===== src/logic/hx8352_pkg.sv =====
package hx8352_pkg;

	typedef logic [15:0] lcd_word_t;
	typedef logic [7:0]  cmd_code_t;
	typedef logic [7:0]  ms_count_t;

	typedef struct packed {
		logic      is_data; // RS level
		lcd_word_t word;
		logic      last;    // Closes the CS frame
	} bus_word_t;

	typedef struct packed {
		logic      is_cmd;  // 0 for pixel write
		cmd_code_t code;
		lcd_word_t data;
	} host_req_t;

	typedef enum logic [1:0] {
		INIT_CMD,
		INIT_DATA,
		INIT_DELAY
	} init_kind_e;

	typedef struct packed {
		init_kind_e kind;
		lcd_word_t  value; // Code, data word or ms
	} init_entry_t;

	localparam int MS_CYCLES      = 16; // Scaled for simulation
	localparam int RST_LOW_MS     = 2;
	localparam int RST_WAIT_MS    = 10;
	localparam int WR_LOW_CYCLES  = 2;
	localparam int WR_HIGH_CYCLES = 2;

	typedef logic [$clog2(MS_CYCLES + 1)-1:0]                      ms_pre_t;
	typedef logic [$clog2(WR_LOW_CYCLES + WR_HIGH_CYCLES + 1)-1:0] wr_phase_t;

	localparam cmd_code_t CMD_DISPLAY_MODE    = 8'h01;
	localparam cmd_code_t CMD_COL_START_1     = 8'h02;
	localparam cmd_code_t CMD_COL_START_2     = 8'h03;
	localparam cmd_code_t CMD_COL_END_1       = 8'h04;
	localparam cmd_code_t CMD_COL_END_2       = 8'h05;
	localparam cmd_code_t CMD_ROW_START_1     = 8'h06;
	localparam cmd_code_t CMD_ROW_START_2     = 8'h07;
	localparam cmd_code_t CMD_ROW_END_1       = 8'h08;
	localparam cmd_code_t CMD_ROW_END_2       = 8'h09;
	localparam cmd_code_t CMD_MEM_ACCESS_CTRL = 8'h16;
	localparam cmd_code_t CMD_OSC_CTRL_1      = 8'h17;
	localparam cmd_code_t CMD_POWER_CTRL_1    = 8'h19;
	localparam cmd_code_t CMD_POWER_CTRL_2    = 8'h1a;
	localparam cmd_code_t CMD_POWER_CTRL_3    = 8'h1b;
	localparam cmd_code_t CMD_POWER_CTRL_4    = 8'h1c;
	localparam cmd_code_t CMD_POWER_CTRL_6    = 8'h1e;
	localparam cmd_code_t CMD_VCOM_CTRL       = 8'h1f;
	localparam cmd_code_t CMD_MEM_WRITE       = 8'h22;
	localparam cmd_code_t CMD_DISPLAY_CTRL_2  = 8'h24;
	localparam cmd_code_t CMD_CYCLE_CTRL_1    = 8'h2b;
	localparam cmd_code_t CMD_CYCLE_CTRL_10   = 8'h34;
	localparam cmd_code_t CMD_CYCLE_CTRL_11   = 8'h35;
	localparam cmd_code_t CMD_SOURCE_CTRL_2   = 8'h3d;
	localparam cmd_code_t CMD_GAMMA_CTRL_1    = 8'h3e;
	localparam cmd_code_t CMD_GAMMA_CTRL_2    = 8'h3f;
	localparam cmd_code_t CMD_GAMMA_CTRL_3    = 8'h40;
	localparam cmd_code_t CMD_GAMMA_CTRL_5    = 8'h42;
	localparam cmd_code_t CMD_GAMMA_CTRL_6    = 8'h43;
	localparam cmd_code_t CMD_GAMMA_CTRL_7    = 8'h44;
	localparam cmd_code_t CMD_GAMMA_CTRL_8    = 8'h45;
	localparam cmd_code_t CMD_GAMMA_CTRL_9    = 8'h46;
	localparam cmd_code_t CMD_GAMMA_CTRL_10   = 8'h47;
	localparam cmd_code_t CMD_GAMMA_CTRL_11   = 8'h48;
	localparam cmd_code_t CMD_GAMMA_CTRL_12   = 8'h49;
	localparam cmd_code_t CMD_PANEL_CTRL      = 8'h55;
	localparam cmd_code_t CMD_TEST_MODE       = 8'h83;
	localparam cmd_code_t CMD_VDDD_CTRL       = 8'h85;
	localparam cmd_code_t CMD_VGS_RES_CTRL_1  = 8'h8b;
	localparam cmd_code_t CMD_VGS_RES_CTRL_2  = 8'h8c;
	localparam cmd_code_t CMD_PWM_CTRL_0      = 8'h91;

	function automatic init_entry_t init_cmd(cmd_code_t code);
		return '{kind: INIT_CMD, value: lcd_word_t'(code)};
	endfunction

	function automatic init_entry_t init_data(lcd_word_t value);
		return '{kind: INIT_DATA, value: value};
	endfunction

	function automatic init_entry_t init_delay(ms_count_t ms);
		return '{kind: INIT_DELAY, value: lcd_word_t'(ms)};
	endfunction

	localparam int INIT_LEN = 94;

	typedef logic [$clog2(INIT_LEN)-1:0] init_idx_t;

	localparam init_entry_t INIT_TABLE [INIT_LEN] = '{
		init_cmd(CMD_TEST_MODE),       init_data(16'h02), // Test mode on
		init_cmd(CMD_VDDD_CTRL),       init_data(16'h03),
		init_cmd(CMD_VGS_RES_CTRL_1),  init_data(16'h01),
		init_cmd(CMD_VGS_RES_CTRL_2),  init_data(16'h93),
		init_cmd(CMD_PWM_CTRL_0),      init_data(16'h01),
		init_cmd(CMD_TEST_MODE),       init_data(16'h00),
		init_cmd(CMD_GAMMA_CTRL_1),    init_data(16'hb0), // Gamma curve
		init_cmd(CMD_GAMMA_CTRL_2),    init_data(16'h03),
		init_cmd(CMD_GAMMA_CTRL_3),    init_data(16'h10),
		init_cmd(CMD_GAMMA_CTRL_5),    init_data(16'h13),
		init_cmd(CMD_GAMMA_CTRL_6),    init_data(16'h46),
		init_cmd(CMD_GAMMA_CTRL_7),    init_data(16'h23),
		init_cmd(CMD_GAMMA_CTRL_8),    init_data(16'h76),
		init_cmd(CMD_GAMMA_CTRL_9),    init_data(16'h00),
		init_cmd(CMD_GAMMA_CTRL_10),   init_data(16'h5e),
		init_cmd(CMD_GAMMA_CTRL_11),   init_data(16'h4f),
		init_cmd(CMD_GAMMA_CTRL_12),   init_data(16'h40),
		init_cmd(CMD_OSC_CTRL_1),      init_data(16'h91), // Power on
		init_cmd(CMD_CYCLE_CTRL_1),    init_data(16'hf9),
		init_delay(8'd10),
		init_cmd(CMD_POWER_CTRL_3),    init_data(16'h14),
		init_cmd(CMD_POWER_CTRL_2),    init_data(16'h11),
		init_cmd(CMD_POWER_CTRL_4),    init_data(16'h06),
		init_cmd(CMD_VCOM_CTRL),       init_data(16'h42),
		init_delay(8'd20),
		init_cmd(CMD_POWER_CTRL_1),    init_data(16'h0a),
		init_cmd(CMD_POWER_CTRL_1),    init_data(16'h1a),
		init_delay(8'd60),
		init_cmd(CMD_POWER_CTRL_1),    init_data(16'h12),
		init_delay(8'd40),
		init_cmd(CMD_POWER_CTRL_6),    init_data(16'h27),
		init_delay(8'd100),
		init_cmd(CMD_DISPLAY_CTRL_2),  init_data(16'h60), // Display on
		init_cmd(CMD_SOURCE_CTRL_2),   init_data(16'h40),
		init_cmd(CMD_CYCLE_CTRL_10),   init_data(16'h38),
		init_cmd(CMD_CYCLE_CTRL_11),   init_data(16'h38),
		init_cmd(CMD_DISPLAY_CTRL_2),  init_data(16'h38),
		init_delay(8'd40),
		init_cmd(CMD_DISPLAY_CTRL_2),  init_data(16'h3c),
		init_cmd(CMD_MEM_ACCESS_CTRL), init_data(16'h1c),
		init_cmd(CMD_DISPLAY_MODE),    init_data(16'h06),
		init_cmd(CMD_PANEL_CTRL),      init_data(16'h00),
		init_cmd(CMD_COL_START_1),     init_data(16'h00), // Window 240 x 400
		init_cmd(CMD_COL_START_2),     init_data(16'h00),
		init_cmd(CMD_COL_END_1),       init_data(16'h00),
		init_cmd(CMD_COL_END_2),       init_data(16'hef),
		init_cmd(CMD_ROW_START_1),     init_data(16'h00),
		init_cmd(CMD_ROW_START_2),     init_data(16'h00),
		init_cmd(CMD_ROW_END_1),       init_data(16'h01),
		init_cmd(CMD_ROW_END_2),       init_data(16'h8f)
	};

endpackage


===== src/logic/host_write_framer.sv =====
`timescale 1ns/1ps

module host_write_framer import hx8352_pkg::*; (
	input  logic      fsm_clk,
	input  logic      fsm_rst,
	input  host_req_t req,
	input  logic      req_valid,
	input  logic      host_ready,
	output logic      req_ready,
	output bus_word_t host_word,
	output logic      host_valid
);
	host_req_t req_q;
	logic      full;
	logic      phase; // 0 command word, 1 data word

	assign req_ready  = !full;
	assign host_valid = full;

	always_comb begin
		host_word.is_data = phase;
		host_word.last    = phase;
		if (phase) begin
			host_word.word = req_q.data;
		end else if (req_q.is_cmd) begin
			host_word.word = lcd_word_t'(req_q.code);
		end else begin
			host_word.word = lcd_word_t'(CMD_MEM_WRITE);
		end
	end

	always_ff @(posedge fsm_clk or posedge fsm_rst) begin
		if (fsm_rst) begin
			full  <= 1'b0;
			phase <= 1'b0;
		end else if (req_valid && req_ready) begin
			full  <= 1'b1;
			phase <= 1'b0;
		end else if (full && host_ready) begin
			if (phase) begin
				full  <= 1'b0; // Data word taken, slot free
				phase <= 1'b0;
			end else begin
				phase <= 1'b1;
			end
		end
	end

	always_ff @(posedge fsm_clk) begin
		if (req_valid && req_ready) begin
			req_q <= req;
		end
	end

endmodule


===== src/logic/hx8352_ctrl.sv =====
`timescale 1ns/1ps

module hx8352_ctrl import hx8352_pkg::*; (
	input  logic      fsm_clk,
	input  logic      fsm_rst,
	input  host_req_t req,
	input  logic      req_valid,
	output logic      req_ready,
	output logic      init_done,
	output lcd_word_t lcd_data,
	output logic      lcd_rs,
	output logic      lcd_wr,
	output logic      lcd_cs,
	output logic      lcd_rst
);
	bus_word_t init_word;
	logic      init_valid;
	logic      init_ready;
	bus_word_t host_word;
	logic      host_valid;
	logic      host_ready;

	power_on_sequencer u_seq (
		.fsm_clk    (fsm_clk),
		.fsm_rst    (fsm_rst),
		.init_ready (init_ready),
		.lcd_rst    (lcd_rst),
		.init_word  (init_word),
		.init_valid (init_valid)
	);

	host_write_framer u_framer (
		.fsm_clk    (fsm_clk),
		.fsm_rst    (fsm_rst),
		.req        (req),
		.req_valid  (req_valid),
		.host_ready (host_ready),
		.req_ready  (req_ready),
		.host_word  (host_word),
		.host_valid (host_valid)
	);

	lcd_bus_writer u_writer (
		.fsm_clk    (fsm_clk),
		.fsm_rst    (fsm_rst),
		.init_word  (init_word),
		.init_valid (init_valid),
		.host_word  (host_word),
		.host_valid (host_valid),
		.init_ready (init_ready),
		.host_ready (host_ready),
		.init_done  (init_done),
		.lcd_data   (lcd_data),
		.lcd_rs     (lcd_rs),
		.lcd_wr     (lcd_wr),
		.lcd_cs     (lcd_cs)
	);

endmodule


===== src/logic/lcd_bus_writer.sv =====
`timescale 1ns/1ps

module lcd_bus_writer import hx8352_pkg::*; (
	input  logic      fsm_clk,
	input  logic      fsm_rst,
	input  bus_word_t init_word,
	input  logic      init_valid,
	input  bus_word_t host_word,
	input  logic      host_valid,
	output logic      init_ready,
	output logic      host_ready,
	output logic      init_done,
	output lcd_word_t lcd_data,
	output logic      lcd_rs,
	output logic      lcd_wr,
	output logic      lcd_cs
);
	typedef enum logic [2:0] {
		IDLE,
		CS_SETUP,
		WR_LOW,
		WR_HIGH,
		CS_HOLD
	} wr_state_e;

	wr_state_e state;
	wr_phase_t cnt;
	logic      gnt_host; // Source owning the open frame
	logic      sel_host;
	logic      take;
	logic      last_q;
	bus_word_t sel_word;

	// Between frames the init source wins until init_done
	assign sel_host   = lcd_cs ? init_done : gnt_host;
	assign init_ready = (state == IDLE) && !sel_host;
	assign host_ready = (state == IDLE) && sel_host;
	assign sel_word   = sel_host ? host_word : init_word;
	assign take       = (init_valid && init_ready) || (host_valid && host_ready);

	always_ff @(posedge fsm_clk or posedge fsm_rst) begin
		if (fsm_rst) begin
			state     <= IDLE;
			cnt       <= '0;
			gnt_host  <= 1'b0;
			init_done <= 1'b0;
			lcd_rs    <= 1'b0;
			lcd_wr    <= 1'b1;
			lcd_cs    <= 1'b1;
		end else begin
			case (state)
				IDLE: begin
					if (take) begin
						lcd_rs <= sel_word.is_data;
						cnt    <= '0;
						if (lcd_cs) begin
							lcd_cs   <= 1'b0; // Open frame, setup cycle first
							gnt_host <= sel_host;
							state    <= CS_SETUP;
						end else begin
							lcd_wr <= 1'b0;
							state  <= WR_LOW;
						end
					end
				end
				CS_SETUP: begin
					lcd_wr <= 1'b0;
					state  <= WR_LOW;
				end
				WR_LOW: begin
					if (cnt == wr_phase_t'(WR_LOW_CYCLES - 1)) begin
						cnt    <= '0;
						lcd_wr <= 1'b1; // Panel samples here
						state  <= WR_HIGH;
					end else begin
						cnt <= cnt + 1'b1;
					end
				end
				WR_HIGH: begin
					if (cnt == wr_phase_t'(WR_HIGH_CYCLES - 1)) begin
						cnt <= '0;
						if (last_q) begin
							state <= CS_HOLD;
							if (!gnt_host) begin
								init_done <= 1'b1;
							end
						end else begin
							state <= IDLE;
						end
					end else begin
						cnt <= cnt + 1'b1;
					end
				end
				CS_HOLD: begin
					lcd_cs <= 1'b1;
					state  <= IDLE;
				end
				default: begin
					state <= IDLE;
				end
			endcase
		end
	end

	always_ff @(posedge fsm_clk) begin
		if (take) begin
			lcd_data <= sel_word.word;
			last_q   <= sel_word.last;
		end
	end

endmodule


===== src/logic/ms_delay_timer.sv =====
`timescale 1ns/1ps

module ms_delay_timer import hx8352_pkg::*; (
	input  logic      fsm_clk,
	input  logic      fsm_rst,
	input  logic      start,
	input  ms_count_t ms,
	output logic      done
);
	ms_pre_t   pre_cnt;
	ms_count_t ms_left;
	logic      busy;

	assign done = !busy;

	always_ff @(posedge fsm_clk or posedge fsm_rst) begin
		if (fsm_rst) begin
			busy    <= 1'b0;
			pre_cnt <= '0;
			ms_left <= '0;
		end else if (start) begin
			pre_cnt <= '0;
			ms_left <= ms;
			busy    <= (ms != '0); // Zero length stays done
		end else if (busy) begin
			if (pre_cnt == ms_pre_t'(MS_CYCLES - 1)) begin
				pre_cnt <= '0;
				ms_left <= ms_left - 1'b1;
				if (ms_left == ms_count_t'(1)) begin
					busy <= 1'b0;
				end
			end else begin
				pre_cnt <= pre_cnt + 1'b1;
			end
		end
	end

endmodule


===== src/logic/power_on_sequencer.sv =====
`timescale 1ns/1ps

module power_on_sequencer import hx8352_pkg::*; (
	input  logic      fsm_clk,
	input  logic      fsm_rst,
	input  logic      init_ready,
	output logic      lcd_rst,
	output bus_word_t init_word,
	output logic      init_valid
);
	typedef enum logic [2:0] {
		RESET_LOW,
		RESET_WAIT,
		RUN,
		PAUSE,
		FINISHED
	} seq_state_e;

	seq_state_e  state;
	init_idx_t   idx;
	init_entry_t entry;
	logic        load_word;
	logic        tmr_start;
	ms_count_t   tmr_ms;
	logic        tmr_done;
	logic        tmr_expired;

	assign entry       = INIT_TABLE[idx];
	assign load_word   = (state == RUN) && !init_valid && (entry.kind != INIT_DELAY);
	assign tmr_expired = !tmr_start && tmr_done; // Start pulse already seen by timer

	ms_delay_timer u_timer (
		.fsm_clk (fsm_clk),
		.fsm_rst (fsm_rst),
		.start   (tmr_start),
		.ms      (tmr_ms),
		.done    (tmr_done)
	);

	always_ff @(posedge fsm_clk or posedge fsm_rst) begin
		if (fsm_rst) begin
			state      <= RESET_LOW;
			idx        <= '0;
			lcd_rst    <= 1'b0;
			init_valid <= 1'b0;
			tmr_start  <= 1'b1; // Reset low phase starts at once
			tmr_ms     <= ms_count_t'(RST_LOW_MS);
		end else begin
			tmr_start <= 1'b0;
			case (state)
				RESET_LOW: begin
					if (tmr_expired) begin
						lcd_rst   <= 1'b1;
						tmr_start <= 1'b1;
						tmr_ms    <= ms_count_t'(RST_WAIT_MS);
						state     <= RESET_WAIT;
					end
				end
				RESET_WAIT: begin
					if (tmr_expired) begin
						state <= RUN;
					end
				end
				RUN: begin
					if (init_valid) begin
						if (init_ready) begin
							init_valid <= 1'b0;
							if (idx == init_idx_t'(INIT_LEN - 1)) begin
								state <= FINISHED;
							end else begin
								idx <= idx + 1'b1;
							end
						end
					end else if (entry.kind == INIT_DELAY) begin
						tmr_start <= 1'b1;
						tmr_ms    <= ms_count_t'(entry.value);
						state     <= PAUSE;
					end else begin
						init_valid <= 1'b1;
					end
				end
				PAUSE: begin
					if (tmr_expired) begin
						idx   <= idx + 1'b1;
						state <= RUN;
					end
				end
				default: begin
					state <= FINISHED; // Sequence played, stays here
				end
			endcase
		end
	end

	always_ff @(posedge fsm_clk) begin
		if (load_word) begin
			init_word.is_data <= (entry.kind == INIT_DATA);
			init_word.word    <= entry.value;
			init_word.last    <= (idx == init_idx_t'(INIT_LEN - 1));
		end
	end

endmodule

===== config.mk =====
export PLATFORM = sky130hd
export DESIGN_NAME = hx8352_ctrl
export DESIGN_NICKNAME = d
export VERILOG_FILES = /design/src/logic/hx8352_pkg.sv /design/src/logic/host_write_framer.sv /design/src/logic/hx8352_ctrl.sv /design/src/logic/lcd_bus_writer.sv /design/src/logic/ms_delay_timer.sv /design/src/logic/power_on_sequencer.sv
export SDC_FILE = /design/constraint.sdc
export NUM_CORES = 1
export LEC_CHECK = 0
export ABC_AREA = 1
export BUFFER_PORTS_ARGS = -buffer_cell sky130_fd_sc_hd__buf_4
export CAP_MARGIN = 20
export CORE_ASPECT_RATIO = 1.75
export CORE_MARGIN = 3
export CORE_UTILIZATION = 62
export CTS_BUF_LIST = sky130_fd_sc_hd__clkbuf_8
export DETAILED_ROUTE_END_ITERATION = 6
export PLACE_DENSITY = 0.83
export SLEW_MARGIN = 10
export SYNTH_ARGS = -nofsm -noshare
export SYNTH_HDL_FRONTEND = slang
export SYNTH_SLANG_ARGS = --single-unit

===== constraint.sdc =====
create_clock -name fsm_clk -period 2.94 [get_ports fsm_clk]
set_input_delay 0.294 -clock fsm_clk [delete_from_list [all_inputs] [get_ports fsm_clk]]
set_output_delay 0.294 -clock fsm_clk [all_outputs]
set_load 0.02 [all_outputs]

==> results.py <==
metrics = {
    "critical_path": {
        "cp.arrival_ns": 2.46,
        "timing.rr.start": "u_seq.idx[1]$_DFFE_PP0P_",
        "cp-startpoint": "u_seq.idx[1]$_DFFE_PP0P_",
        "worstSetupEndpointType": "flop",
        "path_max_fanout": 10,
        "startpoint_type": "flop",
        "crit_type": "flop to flop",
        "worst_ep_required_time_ns": 2.98,
    },
    "yosys": {
        "synth_edf_count": 52,
        "ys_warn_count": 0,
        "seq_area_frac_synth": 0.522,
        "ys_seq_elements": 100,
        "synthCells": 625,
        "syn_area_um2": 5300,
        "yosysUniqueCellTypes": 48,
        "netlist.area_leader.share": 0.294,
        "synth_ff_type": "edfxtp_1",
        "synth_top_cells_by_area": "edfxtp_1 (29%), dfrtp_1 (21%), nand2_1 (13%)",
        "yosysTopAreaCell": "edfxtp_1",
        "syn_nets": 664,
        "syn_area_per_cell_um2": 8.48,
        "synth-async-reset-ratio": 0.480,
    },
    "die": {
        "dieWidth_um": 75.9,
        "initial_core_util": 0.638,
        "pin_count": 50,
        "fp.coreArea_um2": 8310,
        "die_area_um2": 9740,
        "num_rows": 44,
        "die_y_um": 128,
    },
    "clock_tree": {
        "clock_latency_ns": 0.37,
        "postCtsSetupRepairBufs": 0,
        "ctsResizeCount": 0,
        "clockBufferDepth": 2,
        "ctsRootBufferMaster": "clkbuf_8",
        "cts.sinks": 100,
        "cts_tree": "done",
        "htreeDepth": 3,
        "clkTransAtPathRegs_ns": 0.09,
        "cts_buffers": 9,
    },
    "placed_design": {
        "place.gp.congestion": 1.03,
        "placed_area_um2": 5800,
        "io_buffers": 49,
        "dp_hpwl_um": 11800,
    },
    "pwr": {
        "p_per_area_nw_per_um2": 420,
        "ir_worst_vdd_mv": 0.278,
        "pwr-share-seq": 0.624,
        "internal_power_w": 0.00192,
        "clkPwrFrac": 0.321,
        "p_sw_frac": 0.239,
        "p_leak_nw": 2.79,
        "p_sw_w": 0.000603,
        "combPwrFrac": 0.055,
    },
    "detailed_routing": {
        "wl_per_cell_um": 19.7,
        "drt_first_iter_violations": 502,
        "first_pass_iters": 7,
        "vias_per_cell": 6.05,
        "drc_errors": 2,
        "finalWirelength_um": 15700,
        "postRouteAntennaNets": 0,
        "vias": 4837,
    },
    "timing": {
        "tightest_slew_ns": 0.914,
        "fin_skew_ns": 0.00997,
        "holdWs_ns": 0.0993,
        "rsz0062_at_grt": "false",
        "finalSetupViolCount": 0,
        "finalCritPeriodShare": 0.823,
        "max_freq_mhz": 413,
        "period_minus_slack_ns": 2.42,
        "maxSlewViolCount": 0,
        "hold_viol_final": 0,
        "slew-limit-headroom": 0.390,
        "setup_tns_ns": 0,
    },
    "global_route": {
        "grt_start_max_net_pins": 49,
        "antenna_found_initial": 0,
        "grt_first_pass_wirelength_um": 24600,
        "grt_usage": 0.332,
        "grt_pass1_vias": 4766,
        "grt-ovfl-total": 0,
    },
    "status": {
        "status": "finished, violations left",
        "violations": "DRC",
    },
    "cells_and_area": {
        "num_antenna_cells": 0,
        "fin_area_um2": 6010,
        "nFillCells": 580,
        "final_util": 0.723,
        "nets": 719,
        "drive_gt1_frac": 0.149,
        "layout_commonest_cell": "nand2_1",
        "area_growth_pct": 13.3,
        "final_cell_mix": "nand2_1 (181), inv_1 (65), buf_4 (58)",
    },
    "hold_path": {
        "hold_start": "req[9]",
        "hp-class": "primary input to flop",
    },
    "flow_run": {
        "maxCapViolCount": 0,
    },
}
==> kinds of logic (layout without fill, tap and decap cells) <==
family / Yosys count / count (layout) / share of synthesized area
DFF: 100 / 100 / 0.522
xor gates and xnor gates: 4 / 4 / 0.00661
AOI/OAI and AO/OA: 106 / 106 / 0.120
and+or+nand+nor: 316 / 316 / 0.258
adders and majority gates: 11 / 11 / 0.0260
buffers and inverters: 88 / 148 / 0.0672
==> worst max-delay path, stage by stage (launching register included) <==
cell	delay (ns)
dfrtp_1	0.52
inv_1	0.20
ha_1	0.36
nor2_1	0.11
inv_1	0.08
nand2_1	0.05
nand2_1	0.06
nand2_1	0.06
nand3_2	0.08
nand2_2	0.10
nand2_1	0.08
nand2_1	0.10
inv_1	0.29
==> through the flow <==
step           worst slack [ns]  total power, W  cells
2_1_floorplan             0.890         0.00167    625
3_3_place_gp              0.609         0.00173    782
5_1_grt                   0.261         0.00260    800
4_1_cts                   0.573         0.00253    798
3_5_place_dp              0.597         0.00174    782
6_report                  0.521         0.00252    800
==> worst paths after layout <==
kind,to,slack (ns),cells past startpoint
setup / recovery,u_seq.init_word[2]$_DFFE_PP_,0.52,12
setup reg to reg,u_seq.init_word[2]$_DFFE_PP_,0.52,12
hold reg to reg,u_seq.lcd_rst$_DFFE_PP0P_,0.49,2
min in group asynchronous,u_writer.state[1]$_DFFE_PP0P_,0.41,3
max in group asynchronous,u_seq.tmr_start$_DFF_PP1_,1.97,4
hold / removal,u_framer.req_q[9]$_DFFE_PP_,0.1,1
==> final cells by class <==
cell class,count,area [um^2],share of cell area
inverters,72,272,0.0452
repair buffers,60,465,0.0775
well taps,115,144,0.0239
flip-flops and latches,100,2770,0.461
clock buffers,9,124,0.0206
clock inverters,7,58.8,0.00979
multi-input cells,437,2180,0.362
==> metal layers <==
metal | up-vias | GRT usage | part of all wire
met5 | - | 0 | 0
met4 | 0 | 0.229 | 0.087
met3 | 104 | 0.0532 | 0.056
met2 | 285 | 0.645 | 0.54
met1 | 2240 | 0.315 | 0.31
li1 | 2208 | - | -
==> power groups by stage <==
stage	combinational (W)	clock (W)	sequential (W)
after floorplan	0.0000729	0	0.00159
after global placement	0.000127	0	0.00160
after detailed placement	0.000134	0	0.00160
after CTS	0.000134	0.000816	0.00158
after global routing	0.000153	0.000867	0.00158
final	0.000138	0.000810	0.00158
==> synth_stat cells, types with 5 or more instances <==
cell / number
inv_1: 66
clkbuf_1: 6
a21oi_1: 30
o211ai_1: 8
nor2_1: 52
nand4_1: 9
edfxtp_1: 52
o21ai_0: 34
a22oi_1: 8
nand3_1: 44
dfrtp_1: 44
a31oi_1: 5
ha_1: 11
nand2_1: 181
buf_2: 5
nor2_2: 5
nor3_1: 8
==> flip-flops by register name, summed over array words and instances (netlist names), 3 cells and up <==
register	count
u_framer.req_q	25
u_seq.idx	7
u_seq.init_word	10
u_seq.state	3
u_seq.tmr_ms	8
u_seq.u_timer.ms_left	8
u_seq.u_timer.pre_cnt	5
u_writer.cnt	3
u_writer.lcd_data	16
u_writer.state	3
==> repair_timing <==
| item | in CTS | in global routing |
|---|---|---|
| endpoints found under the hold margin | 0 | 5 |
| hold buffers | 0 | 1 |
| endpoints found under the setup margin | 0 | 0 |
No activity file was read; power rests on OpenSTA's default activity.
